## src/cps_mem_cfg.svh

```systemverilog
// Bank geometry, client address widths, region bases and burst sizes
`ifndef CPS_MEM_CFG_SVH
`define CPS_MEM_CFG_SVH

// Bank word address and data widths
`define MEM_AW      22
`define MEM_DW      16

// Client address widths, the sound port includes its byte bit
`define MAIN_AW     19
`define SND_AW      17
`define GFX_AW      20

// Word offsets of each client region in the bank
`define MAIN_BASE   22'h00_0000
`define SND_BASE    22'h08_0000
`define GFX_BASE    22'h10_0000

// Words fetched per cache fill
`define ROM_BURST   1
`define GFX_BURST   2

`endif

```

## src/cps_mem_pkg.sv

```systemverilog
// Bank request and response structs, bus owner enum and loader state enum
`include "cps_mem_cfg.svh"

package cps_mem_pkg;

    // Request toward the bank, held until ack
    typedef struct packed {
        logic                     rd;
        logic                     wr;
        logic [`MEM_AW-1:0]       addr;
        logic                     len;    // words minus one
        logic [`MEM_DW-1:0]       din;
        logic [`MEM_DW/8-1:0]     mask;   // active low byte enables
    } mem_req_t;

    // Response from the bank
    typedef struct packed {
        logic                     ack;
        logic                     dok;
        logic [`MEM_DW-1:0]       data;
    } mem_rsp_t;

    // Current holder of the bank
    typedef enum logic [2:0] {
        OWN_NONE,
        OWN_LOAD,
        OWN_MAIN,
        OWN_SND,
        OWN_GFX
    } bus_owner_e;

    // Download loader
    typedef enum logic [1:0] {
        LD_IDLE,
        LD_WAIT,
        LD_WRITE,
        LD_DONE
    } load_state_e;

endpackage

```

## src/rom_slot.sv

```systemverilog
// Client ROM port with a one-entry cache that fetches misses from the bank
`timescale 1ns/1ns
`include "cps_mem_cfg.svh"

module rom_slot import cps_mem_pkg::*; #(
    parameter int                 DW   = 16,
    parameter int                 AW   = 20,
    parameter logic [`MEM_AW-1:0] BASE = '0
) (
    input  logic          clk,
    input  logic          rst,
    input  logic          cs,
    input  logic [AW-1:0] addr,
    input  mem_rsp_t      req_rsp,
    output logic          ok,
    output logic [DW-1:0] data,
    output mem_req_t      req
);

// Byte ports carry the byte select in addr[0]
localparam int   WAW = (DW == 8) ? AW - 1 : AW;
localparam int   CW  = (DW == 32) ? 32 : 16;
localparam int   MAW = `MEM_AW;
localparam logic LEN = (DW == 32) ? 1'(`GFX_BURST - 1) : 1'(`ROM_BURST - 1);

logic [WAW-1:0] word_addr;
logic [WAW-1:0] cache_addr;
logic [WAW-1:0] fetch_addr;
logic [CW-1:0]  cache_data;
logic [DW-1:0]  data_sel;
logic           cache_valid;
logic           hit;
logic           busy;
logic           rd;
logic           word_cnt;

assign word_addr = addr[AW-1:AW-WAW];
assign hit       = cache_valid && cache_addr == word_addr;

generate
    if (DW == 8) begin : g_byte
        assign data_sel = addr[0] ? cache_data[15:8] : cache_data[7:0];
    end else begin : g_word
        assign data_sel = cache_data;
    end
endgenerate

always_ff @(posedge clk) begin
    if (rst) begin
        ok          <= 1'b0;
        cache_valid <= 1'b0;
        busy        <= 1'b0;
        rd          <= 1'b0;
        word_cnt    <= 1'b0;
    end else begin
        ok <= cs && hit;
        // Miss starts a fetch, the cache stays invalid until it is complete
        if (!busy && cs && !hit) begin
            busy        <= 1'b1;
            rd          <= 1'b1;
            cache_valid <= 1'b0;
            word_cnt    <= 1'b0;
        end
        if (req_rsp.ack) begin
            rd <= 1'b0;
        end
        if (busy && req_rsp.dok) begin
            word_cnt <= word_cnt + 1'b1;
            if (word_cnt == LEN) begin
                busy        <= 1'b0;
                cache_valid <= 1'b1;
            end
        end
    end
end

// Cache payload and fetch address
always_ff @(posedge clk) begin
    if (!busy && cs && !hit) begin
        fetch_addr <= word_addr;
    end
    if (busy && req_rsp.dok) begin
        cache_addr <= fetch_addr;
        // First word is the low half
        if (word_cnt == 1'b0) begin
            cache_data[15:0] <= req_rsp.data;
        end else begin
            cache_data[CW-1 -: 16] <= req_rsp.data;
        end
    end
    data <= data_sel;
end

always_comb begin
    req      = '0;
    req.rd   = rd;
    req.addr = BASE + MAW'(fetch_addr);
    req.len  = LEN;
    req.mask = 2'b11;
end

endmodule

```

## src/bank_arbiter.sv

```systemverilog
// Bank arbiter with loader priority, round-robin among slots and burst tracking
`timescale 1ns/1ns

module bank_arbiter import cps_mem_pkg::*; (
    input  logic       clk,
    input  logic       rst,
    input  mem_req_t   load_req,
    input  mem_req_t   main_req,
    input  mem_req_t   snd_req,
    input  mem_req_t   gfx_req,
    input  mem_rsp_t   bank_rsp,
    output mem_rsp_t   load_rsp,
    output mem_rsp_t   main_rsp,
    output mem_rsp_t   snd_rsp,
    output mem_rsp_t   gfx_rsp,
    output mem_req_t   bank_req,
    output bus_owner_e owner
);

mem_req_t   slot_req [3];
logic [2:0] slot_rq;
logic [1:0] last_idx;
logic [1:0] pick_idx;
logic       pick_any;
bus_owner_e pick_owner;
logic       pick_len;
logic       len_q;
logic       dok_cnt;
logic       release_bus;

// Slot order is main, sound, graphics
assign slot_req[0] = main_req;
assign slot_req[1] = snd_req;
assign slot_req[2] = gfx_req;
assign slot_rq = {gfx_req.rd | gfx_req.wr, snd_req.rd | snd_req.wr, main_req.rd | main_req.wr};

// Nearest requester after the last slot served
always_comb begin
    int idx;
    pick_any = 1'b0;
    pick_idx = last_idx;
    for (int i = 3; i >= 1; i--) begin
        idx = (int'(last_idx) + i) % 3;
        if (slot_rq[idx]) begin
            pick_any = 1'b1;
            pick_idx = 2'(idx);
        end
    end
end

always_comb begin
    pick_owner = OWN_NONE;
    pick_len   = 1'b0;
    if (load_req.rd || load_req.wr) begin
        pick_owner = OWN_LOAD;
        pick_len   = load_req.len;
    end else if (pick_any) begin
        case (pick_idx)
            2'd0:    pick_owner = OWN_MAIN;
            2'd1:    pick_owner = OWN_SND;
            default: pick_owner = OWN_GFX;
        endcase
        pick_len = slot_req[pick_idx].len;
    end
end

always_comb begin
    case (owner)
        OWN_LOAD: bank_req = load_req;
        OWN_MAIN: bank_req = main_req;
        OWN_SND:  bank_req = snd_req;
        OWN_GFX:  bank_req = gfx_req;
        default:  bank_req = '0;
    endcase
end

// Write ends on ack, read ends on its last dok
assign release_bus = (bank_rsp.ack && bank_req.wr) || (bank_rsp.dok && dok_cnt == len_q);

always_ff @(posedge clk) begin
    if (rst) begin
        owner    <= OWN_NONE;
        last_idx <= 2'd2;
        len_q    <= 1'b0;
        dok_cnt  <= 1'b0;
    end else if (owner == OWN_NONE) begin
        owner   <= pick_owner;
        len_q   <= pick_len;
        dok_cnt <= 1'b0;
        if (pick_owner inside {OWN_MAIN, OWN_SND, OWN_GFX}) begin
            last_idx <= pick_idx;
        end
    end else begin
        if (bank_rsp.dok) begin
            dok_cnt <= dok_cnt + 1'b1;
        end
        if (release_bus) begin
            owner <= OWN_NONE;
        end
    end
end

function automatic mem_rsp_t route(mem_rsp_t rsp, bus_owner_e cur, bus_owner_e who);
    mem_rsp_t r;
    r     = rsp;
    r.ack = rsp.ack && cur == who;
    r.dok = rsp.dok && cur == who;
    return r;
endfunction

assign load_rsp = route(bank_rsp, owner, OWN_LOAD);
assign main_rsp = route(bank_rsp, owner, OWN_MAIN);
assign snd_rsp  = route(bank_rsp, owner, OWN_SND);
assign gfx_rsp  = route(bank_rsp, owner, OWN_GFX);

endmodule

```

## src/rom_loader.sv

```systemverilog
// Download loader turning ioctl bytes into masked bank writes
`timescale 1ns/1ns
`include "cps_mem_cfg.svh"

module rom_loader import cps_mem_pkg::*; (
    input  logic        clk,
    input  logic        rst,
    input  logic        downloading,
    input  logic [24:0] ioctl_addr,
    input  logic [7:0]  ioctl_dout,
    input  logic        ioctl_wr,
    input  mem_rsp_t    rsp,
    output mem_req_t    req,
    output logic        dwnld_busy
);

load_state_e      state;
logic [`MEM_AW:0] buf_addr;
logic [`MEM_AW:0] src_addr;
logic [7:0]       buf_dout;
logic [7:0]       src_dout;
logic             buf_valid;
logic [`MEM_AW-1:0] wr_addr;
logic [7:0]       wr_byte;
logic             wr_odd;
logic             wr_q;
logic             take;
logic             direct;
logic             use_buf;

// Bytes beyond the bank are dropped
assign take    = ioctl_wr && downloading && ioctl_addr[24:`MEM_AW+1] == '0;
assign direct  = state == LD_WAIT && !buf_valid && take;
assign use_buf = state == LD_WAIT && buf_valid;

assign src_addr = buf_valid ? buf_addr : ioctl_addr[`MEM_AW:0];
assign src_dout = buf_valid ? buf_dout : ioctl_dout;

always_ff @(posedge clk) begin
    if (rst) begin
        state      <= LD_IDLE;
        buf_valid  <= 1'b0;
        wr_q       <= 1'b0;
        dwnld_busy <= 1'b0;
    end else begin
        if (take && !direct) begin
            buf_valid <= 1'b1;
        end else if (use_buf) begin
            buf_valid <= 1'b0;
        end
        case (state)
            LD_IDLE: begin
                if (downloading) begin
                    dwnld_busy <= 1'b1;
                    state      <= LD_WAIT;
                end
            end
            LD_WAIT: begin
                if (buf_valid || take) begin
                    wr_q  <= 1'b1;
                    state <= LD_WRITE;
                end else if (!downloading) begin
                    dwnld_busy <= 1'b0;
                    state      <= LD_DONE;
                end
            end
            LD_WRITE: begin
                if (rsp.ack) begin
                    wr_q <= 1'b0;
                    if (!downloading && !buf_valid && !take) begin
                        dwnld_busy <= 1'b0;
                        state      <= LD_DONE;
                    end else begin
                        state <= LD_WAIT;
                    end
                end
            end
            default: state <= LD_IDLE;
        endcase
    end
end

always_ff @(posedge clk) begin
    if (take && !direct) begin
        buf_addr <= ioctl_addr[`MEM_AW:0];
        buf_dout <= ioctl_dout;
    end
    if (direct || use_buf) begin
        wr_addr <= src_addr[`MEM_AW:1];
        wr_byte <= src_dout;
        wr_odd  <= src_addr[0];
    end
end

always_comb begin
    req      = '0;
    req.wr   = wr_q;
    req.addr = wr_addr;
    req.din  = {2{wr_byte}};
    // Even address writes the low byte
    req.mask = {~wr_odd, wr_odd};
end

endmodule

```

## src/cps_mem_top.sv

```systemverilog
// Memory access top joining the client slots, the loader and the arbiter
`timescale 1ns/1ns
`include "cps_mem_cfg.svh"

module cps_mem_top import cps_mem_pkg::*; (
    input  logic                clk,
    input  logic                rst,
    // Download
    input  logic                downloading,
    input  logic [24:0]         ioctl_addr,
    input  logic [7:0]          ioctl_dout,
    input  logic                ioctl_wr,
    output logic                dwnld_busy,
    // Main CPU ROM
    input  logic                main_cs,
    input  logic [`MAIN_AW-1:0] main_addr,
    output logic                main_ok,
    output logic [15:0]         main_data,
    // Sound CPU ROM
    input  logic                snd_cs,
    input  logic [`SND_AW-1:0]  snd_addr,
    output logic                snd_ok,
    output logic [7:0]          snd_data,
    // Graphics ROM
    input  logic                gfx_cs,
    input  logic [`GFX_AW-1:0]  gfx_addr,
    output logic                gfx_ok,
    output logic [31:0]         gfx_data,
    // SDRAM bank
    output mem_req_t            bank_req,
    input  mem_rsp_t            bank_rsp
);

mem_req_t load_req, main_req, snd_req, gfx_req;
mem_rsp_t load_rsp, main_rsp, snd_rsp, gfx_rsp;

rom_slot #(.DW(16), .AW(`MAIN_AW), .BASE(`MAIN_BASE)) u_main (
    .clk     ( clk       ),
    .rst     ( rst       ),
    .cs      ( main_cs   ),
    .addr    ( main_addr ),
    .req_rsp ( main_rsp  ),
    .ok      ( main_ok   ),
    .data    ( main_data ),
    .req     ( main_req  )
);

rom_slot #(.DW(8), .AW(`SND_AW), .BASE(`SND_BASE)) u_snd (
    .clk     ( clk       ),
    .rst     ( rst       ),
    .cs      ( snd_cs    ),
    .addr    ( snd_addr  ),
    .req_rsp ( snd_rsp   ),
    .ok      ( snd_ok    ),
    .data    ( snd_data  ),
    .req     ( snd_req   )
);

rom_slot #(.DW(32), .AW(`GFX_AW), .BASE(`GFX_BASE)) u_gfx (
    .clk     ( clk       ),
    .rst     ( rst       ),
    .cs      ( gfx_cs    ),
    .addr    ( gfx_addr  ),
    .req_rsp ( gfx_rsp   ),
    .ok      ( gfx_ok    ),
    .data    ( gfx_data  ),
    .req     ( gfx_req   )
);

rom_loader u_loader (
    .clk         ( clk         ),
    .rst         ( rst         ),
    .downloading ( downloading ),
    .ioctl_addr  ( ioctl_addr  ),
    .ioctl_dout  ( ioctl_dout  ),
    .ioctl_wr    ( ioctl_wr    ),
    .rsp         ( load_rsp    ),
    .req         ( load_req    ),
    .dwnld_busy  ( dwnld_busy  )
);

bank_arbiter u_arbiter (
    .clk      ( clk      ),
    .rst      ( rst      ),
    .load_req ( load_req ),
    .main_req ( main_req ),
    .snd_req  ( snd_req  ),
    .gfx_req  ( gfx_req  ),
    .bank_rsp ( bank_rsp ),
    .load_rsp ( load_rsp ),
    .main_rsp ( main_rsp ),
    .snd_rsp  ( snd_rsp  ),
    .gfx_rsp  ( gfx_rsp  ),
    .bank_req ( bank_req ),
    .owner    (          )
);

endmodule

```

## config.mk

```make
export PLATFORM = sky130hd
export DESIGN_NAME = cps_mem_top
export DESIGN_NICKNAME = d
export VERILOG_FILES = /design/src/cps_mem_pkg.sv /design/src/rom_slot.sv /design/src/bank_arbiter.sv /design/src/rom_loader.sv /design/src/cps_mem_top.sv
export VERILOG_INCLUDE_DIRS = /design/src
export SDC_FILE = /design/constraint.sdc
export NUM_CORES = 1
export LEC_CHECK = 0
export ABC_AREA = 1
export BUFFER_PORTS_ARGS = -buffer_cell sky130_fd_sc_hd__buf_4
export CORE_MARGIN = 1.5
export CORE_UTILIZATION = 50
export CTS_BUF_LIST = sky130_fd_sc_hd__clkbuf_4
export CTS_CLUSTER_SIZE = 30
export DETAILED_ROUTE_END_ITERATION = 8
export PLACE_DENSITY = 0.73
export SETUP_SLACK_MARGIN = 0.1
export SLEW_MARGIN = 10
export SYNTH_ARGS = -nofsm -noshare
export SYNTH_HDL_FRONTEND = slang
export SYNTH_SLANG_ARGS = --single-unit
```

## constraint.sdc

```tcl
create_clock -name clk -period 3.8 [get_ports clk]
set_clock_uncertainty 0.2 [all_clocks]
set_input_delay 0.57 -clock clk [delete_from_list [all_inputs] [get_ports clk]]
set_output_delay 0.57 -clock clk [all_outputs]
set_load 0.05 [all_outputs]
```

[Word level (Yosys, flattened, before mapping)]
Index checks and enable logic that the tools add are counted.
Operators by class
  $add $sub $neg: 9
  multipliers: 0
  div/mod/pow operators: 3
  order comparisons: 4
  equal/unequal tests: 21
  shift-type cells: 0
  muxes and demuxes: 70
  bitwise gates (word level): 3
  reductions and logical operators: 67
Operators by type and width (number)
  case mux 43 bit (4 select lines): 1
  < comparator 32 x 4 -> 1 bit, second input constant: 3
  remainder unit 32 x 3 -> 32 bit, second input constant: 3
  binary-select mux 43 bit (select 2 bit): 1
  two-way mux 1 bit: 44
  two-way mux 19 bit: 2
  logical AND 1 bit: 32
  two-way mux 23 bit: 1
  adder 21 x 20 -> 22 bit, first input constant: 1
  adder 20 x 16 -> 21 bit, first input constant: 1
  == test 20 bit: 1
  == test 19 bit: 1
  == test 16 bit: 1
  two-way mux 2 bit: 8
  two-way mux 8 bit: 2
  == test 3 x 2 -> 1 bit, second input constant: 4
  two-way mux 3 bit: 4
  nonzero test 2 bit: 6
  zero test 1 bit: 10
  inequality test 2 bit, second input constant: 5
  OR reduction 2 bit: 4
  adder 2 x 2 -> 3 bit, second input constant: 2
  binary-select mux 1 bit (select 2 bit): 3
  == test 3 bit, second input constant: 2
  22 further kinds: 35
Word-level totals
  bits in registers: 319
  bits in latches: 0
  memory bits (writable): 0
  ROM bits: 0
  input port bits: 114
  output and inout port bits: 103
  word-level logic and storage cells: 218
  memories: 0

[Longest topological paths before layout]
  depth after elaboration: 15
  depth in mapped cells: 14
  gate-level depth less buffers: 14

[By module]
From an unflattened synthesis, not the netlist that was laid out.
Unflattened totals
  cells, all modules: 1411
  area total of the unflattened synthesis: 14305.0 µm²
Modules (own cells, without submodules)
  rom_slot at u_gfx: times used 1, cells each 265, area an instance 3621.0 µm², seq. area each 2902.8 µm²
  rom_slot at u_main: times used 1, cells each 250, area an instance 2826.5 µm², seq. area each 2042.0 µm²
  rom_loader: times used 1, cells each 240, area an instance 2736.4 µm², seq. area each 1961.9 µm²
  bank_arbiter: times used 1, cells each 434, area an instance 2606.2 µm², seq. area each 140.1 µm²
  rom_slot at u_snd: times used 1, cells each 222, area an instance 2514.9 µm², seq. area each 1701.6 µm²

[Least setup slack after synthesis]
Ideal clock, no wire load.
  kind: input to register
  start point: input port bank_rsp[16] in the netlist's numbering
  end point: register u_gfx.cache_data[0], enable pin
  library setup time: 0.430 ns
  arrival time: 2.330 ns
  path slack: 0.840 ns
  stages on the path: 2
  buffers on the path: 0
  cells stage by stage: inv_1 nor4_1
On the way
  word-level cells in the longest chain between the ends: 3
RTL lines
  from (decl): line cps_mem_top.sv:31  | input mem_rsp_t bank_rsp
  logical AND 1 bit: line bank_arbiter.sv:107  | r.dok = rsp.dok && cur == who;
  logical AND 1 bit: line rom_slot.sv:82  | if (busy && req_rsp.dok) begin
  AND reduction 2 bit (no source line)
  to (signal assigned): line rom_slot.sv:86  | cache_data[15:0] <= req_rsp.data;
  to (signal, indexed assignment): line rom_slot.sv:88  | cache_data[CW-1 -: 16] <= req_rsp.data;
  to (decl): line rom_slot.sv:29  | logic [CW-1:0] cache_data;
No other way between the ends.
A chain may end at the register's enable or synchronous reset.

==> summary.md <==
| Metric | Value |
|---|---|
| Hold Buf Count CTS | `111` |
| R2R cell count | `9` |
| Number of global-route vias before repair | `between 8000 and 9000` |
| Layout net count | `1412` |
| FFs w/ async S/R, synth | `0%` |
| Post-cts resize count | `0` |
| Hold path startpoint | `u_main.cache_data[4]$_DFFE_PP_` |
| Worst EP required | `3.03 ns` |
| Post-CTS Setup Bufs | `0` |
| Worst Path Max Fanout | `19` |
| DRT Pass-1 Iters | `5` |
| Die width | `156 um` |
| Hold WC Path Type | `reg2reg` |
| DR iter-0 viols | `539` |
| Peak VDD IR | `between 0.5 and 0.6 mV` |
| Reg2reg setup slack | `1.00 ns` |
| Mean Syn Cell Area | `13.1 um^2` |
| Yosys Warn Count | `0` |
| Total Wirelength | `27.7 mm` |
| # setup viols final | `0` |
| Layout cells sized above 1 | `30.7%` |
| Worst-Skew Late Latency | `0.70 ns` |
| Ports | `~220` |
| Pleak | `~0.0065 uW` |
| Via density | `4.90` |
| Kind of end point of the critical path | `output port` |
| H-tree lvl count | `3` |
| DRT antenna net count | `0` |
| Initial Util | `51.3%` |
| Hold path endpoint | `u_main.data[4]$_DFF_P_` |
| GRT overflow | `0` |
| R2r endpoint | `u_gfx.cache_data[25]$_DFFE_PP_` |
| Sequential area share after synthesis | `between 70% and 80%` |
| Area Growth Syn to Fin | `34.9%` |
| Critical Path AT | `around 2.6 ns` |
| Vias | `just over 8000` |
| Worst r2r src | `u_arbiter.owner[1]$_SDFFE_PP0P_` |
| Share of the synthesized area in the top cell type | `60.5%` |
| Total CTS buffers | `83` |
| I/O Buffers | `216` |
| Area post-placement | `13700 um^2` |
| Dpl hpwl | `roughly 18 mm` |
| Yosys top cell by area | `edfxtp_1` |
| Gpl congestion | `0.875` |
| CTS tree | `built` |
| Max Cap Viol | `0` |
| CTS Root Cell | `clkbuf_4` |
| Power density over the cells | `between 500 and 600 nW/um^2` |
| Synthesized flop and latch total | `319` |
| Wire per inst | `roughly 17 um` |
| Area of the core | `approximately 23000 um^2` |
| RSZ-0062 raised after global routing | `false` |
| Hold Fails Final Rpt | `0` |
| Post-route cell area | `15800 um^2` |
| Max Fclk | `295 MHz` |
| Reg clk slew, reported paths | `approximately 0.070 ns` |
| Total Routing Usage GR | `around 23%` |
| Synth Net Count | `1013` |
| Drc violations | `0` |
| Die H | `~160 um` |
| Synthesized cell area | `11700 um^2` |
| Most used DFF post-synth | `edfxtp_1` |
| Tot Pwr | `9180 uW` |
| Clock Path Buffers | `3` |
| Largest net degree at the start of global routing | `34` |
| First-pass GRT wire length | `42.5 mm` |
| Top cells by area, synth | `edfxtp_1, dfxtp_1, nand2_1, mux2_2, inv_1` |
| Hold Slack | `0.113 ns` |
| Final Cycle Share | `89.1%` |
| Die area | `~24000 um^2` |
| Number of cell rows | `55` |
| Critical path type | `reg2out` |
| Slew Viols, Final | `0` |
| Post-synth EDFFs | `236` |
| Final setup TNS | `0 ns` |
| Initial antenna violation count | `3` |
| Worst Setup Start Kind | `flop` |
| Worst-Margin Slew | `about 0.86 ns` |
| Final Critical Period | `3.39 ns` |
| Syn Inst Count | `892` |
| WHS Path Cells | `0` |
| Synth cell types | `40` |
| Status | `finished clean` |
| Rel. slew slack | `42.6%` |
| TritonCTS Sinks | `319` |
==> worst max-delay path by stage <==
stage,depth (start not counted),start,end
after floorplan,2,bank_rsp[16],u_gfx.cache_data[0]$_DFFE_PP_
after global placement,9,u_arbiter.owner[1]$_SDFFE_PP0P_,u_gfx.cache_data[21]$_DFFE_PP_
after detailed placement,12,u_arbiter.owner[1]$_SDFFE_PP0P_,u_gfx.word_cnt$_SDFFE_PP0P_
after CTS,6,u_arbiter.owner[2]$_SDFFE_PP0P_,bank_req[42]
after global routing,6,u_arbiter.owner[2]$_SDFFE_PP0P_,bank_req[42]
final,6,u_arbiter.owner[2]$_SDFFE_PP0P_,bank_req[42]
==> kinds of logic after synthesis <==
group	after synthesis	synth area share, %
flops	319	74.7
fa+ha+maj	7	0.747
buf+inv	123	4.25
simple gates	317	11.7
xor+xnor	17	1.27
mux	39	3.75
compound gates	70	3.61
==> layout make-up <==
cell class | instances | area (um^2)
Antenna cell | 3 | 7.51
Sequential cell | 319 | 8750
Multi-Input combinational cell | 450 | 2490
Timing Repair Buffer | 337 | 2810
Inverter | 100 | 375
Fill cell | 1642 | 7040
Clock buffer | 114 | 856
Clock inverter | 31 | 138
Tap cell | 313 | 392
==> power breakdown <==
part	switching, uW	internal, uW
clock network	1380	1400
logic	1640	752
registers	89.9	3920
==> worst max-delay path, cell delays in order (launching register included) <==
cell      delay, ns
dfxtp_1        0.36
inv_2          0.10
nand2_1        0.11
nor2_2         0.67
inv_2          0.13
o221ai_1       0.28
buf_4          0.25
==> per-layer routing <==
metal  part of all wire (%)  GRT usage, %  vias up  routed length [um]
met5                      0             0        -                   0
met4                    3.5          11.5        0                 960
met3                    8.4          6.64       70                2330
met2                     47          38.2      392               13200
met1                     41          28.0     3783               11300
li1                       -             -     3924                   -
==> state kept, by name, summed over array words and instances, names as in the netlist, 19 cells and up <==
| signal | count |
|---|---|
| u_gfx.cache_addr | 20 |
| u_gfx.cache_data | 32 |
| u_gfx.data | 32 |
| u_gfx.fetch_addr | 20 |
| u_loader.buf_addr | 23 |
| u_loader.wr_addr | 22 |
| u_main.cache_addr | 19 |
| u_main.fetch_addr | 19 |
==> cell usage after synthesis, drive strengths merged (8+ instances only) <==
master and number:
edfxtp 236, nand2 183, inv 100, dfxtp 83, nor2 62, mux2 39, o21ai 28, nand3 27
a21oi 23, nand4 23, buf 17, nor3 14, xnor2 11, o22ai 8
==> cells in the final DEF (no fill, tap or decap), types with 2 or more instances in the layout <==
cell / netlist / layout
nor4_2: 1 / 2
o22ai_1: 8 / 8
nand3_1: 27 / 27
nand4_1: 23 / 23
nor2_2: 2 / 2
clkinv_2: 0 / 4
clkinv_1: 0 / 21
edfxtp_1: 236 / 236
inv_1: 93 / 93
clkinvlp_4: 0 / 3
a21boi_0: 2 / 2
buf_4: 8 / 226
dlygate4sd3_1: 0 / 111
nor2_1: 58 / 57
nor2_4: 2 / 3
o21ai_0: 27 / 27
nand2_1: 183 / 183
nor3_4: 2 / 2
or2_2: 4 / 4
a21oi_2: 2 / 2
mux2_2: 39 / 39
xor2_1: 6 / 6
o211ai_1: 2 / 2
diode_2: 0 / 3
inv_2: 7 / 9
xnor2_1: 11 / 11
ha_1: 7 / 7
clkbuf_4: 0 / 114
a21oi_1: 21 / 21
nor3_1: 11 / 11
dfxtp_1: 83 / 83
==> through the flow <==
step / instances / util (%) / worst slack [ns]
finish: 1667 / 69.2 / 0.414
global route: 1667 / 69.2 / 0.300
CTS: 1664 / 69.2 / 0.363
detailed placement: 1408 / 60.0 / 0.986
global placement: 1408 / 60.0 / 1.07
floorplan: 892 / - / 0.840
(Power assumes the default switching activity.)
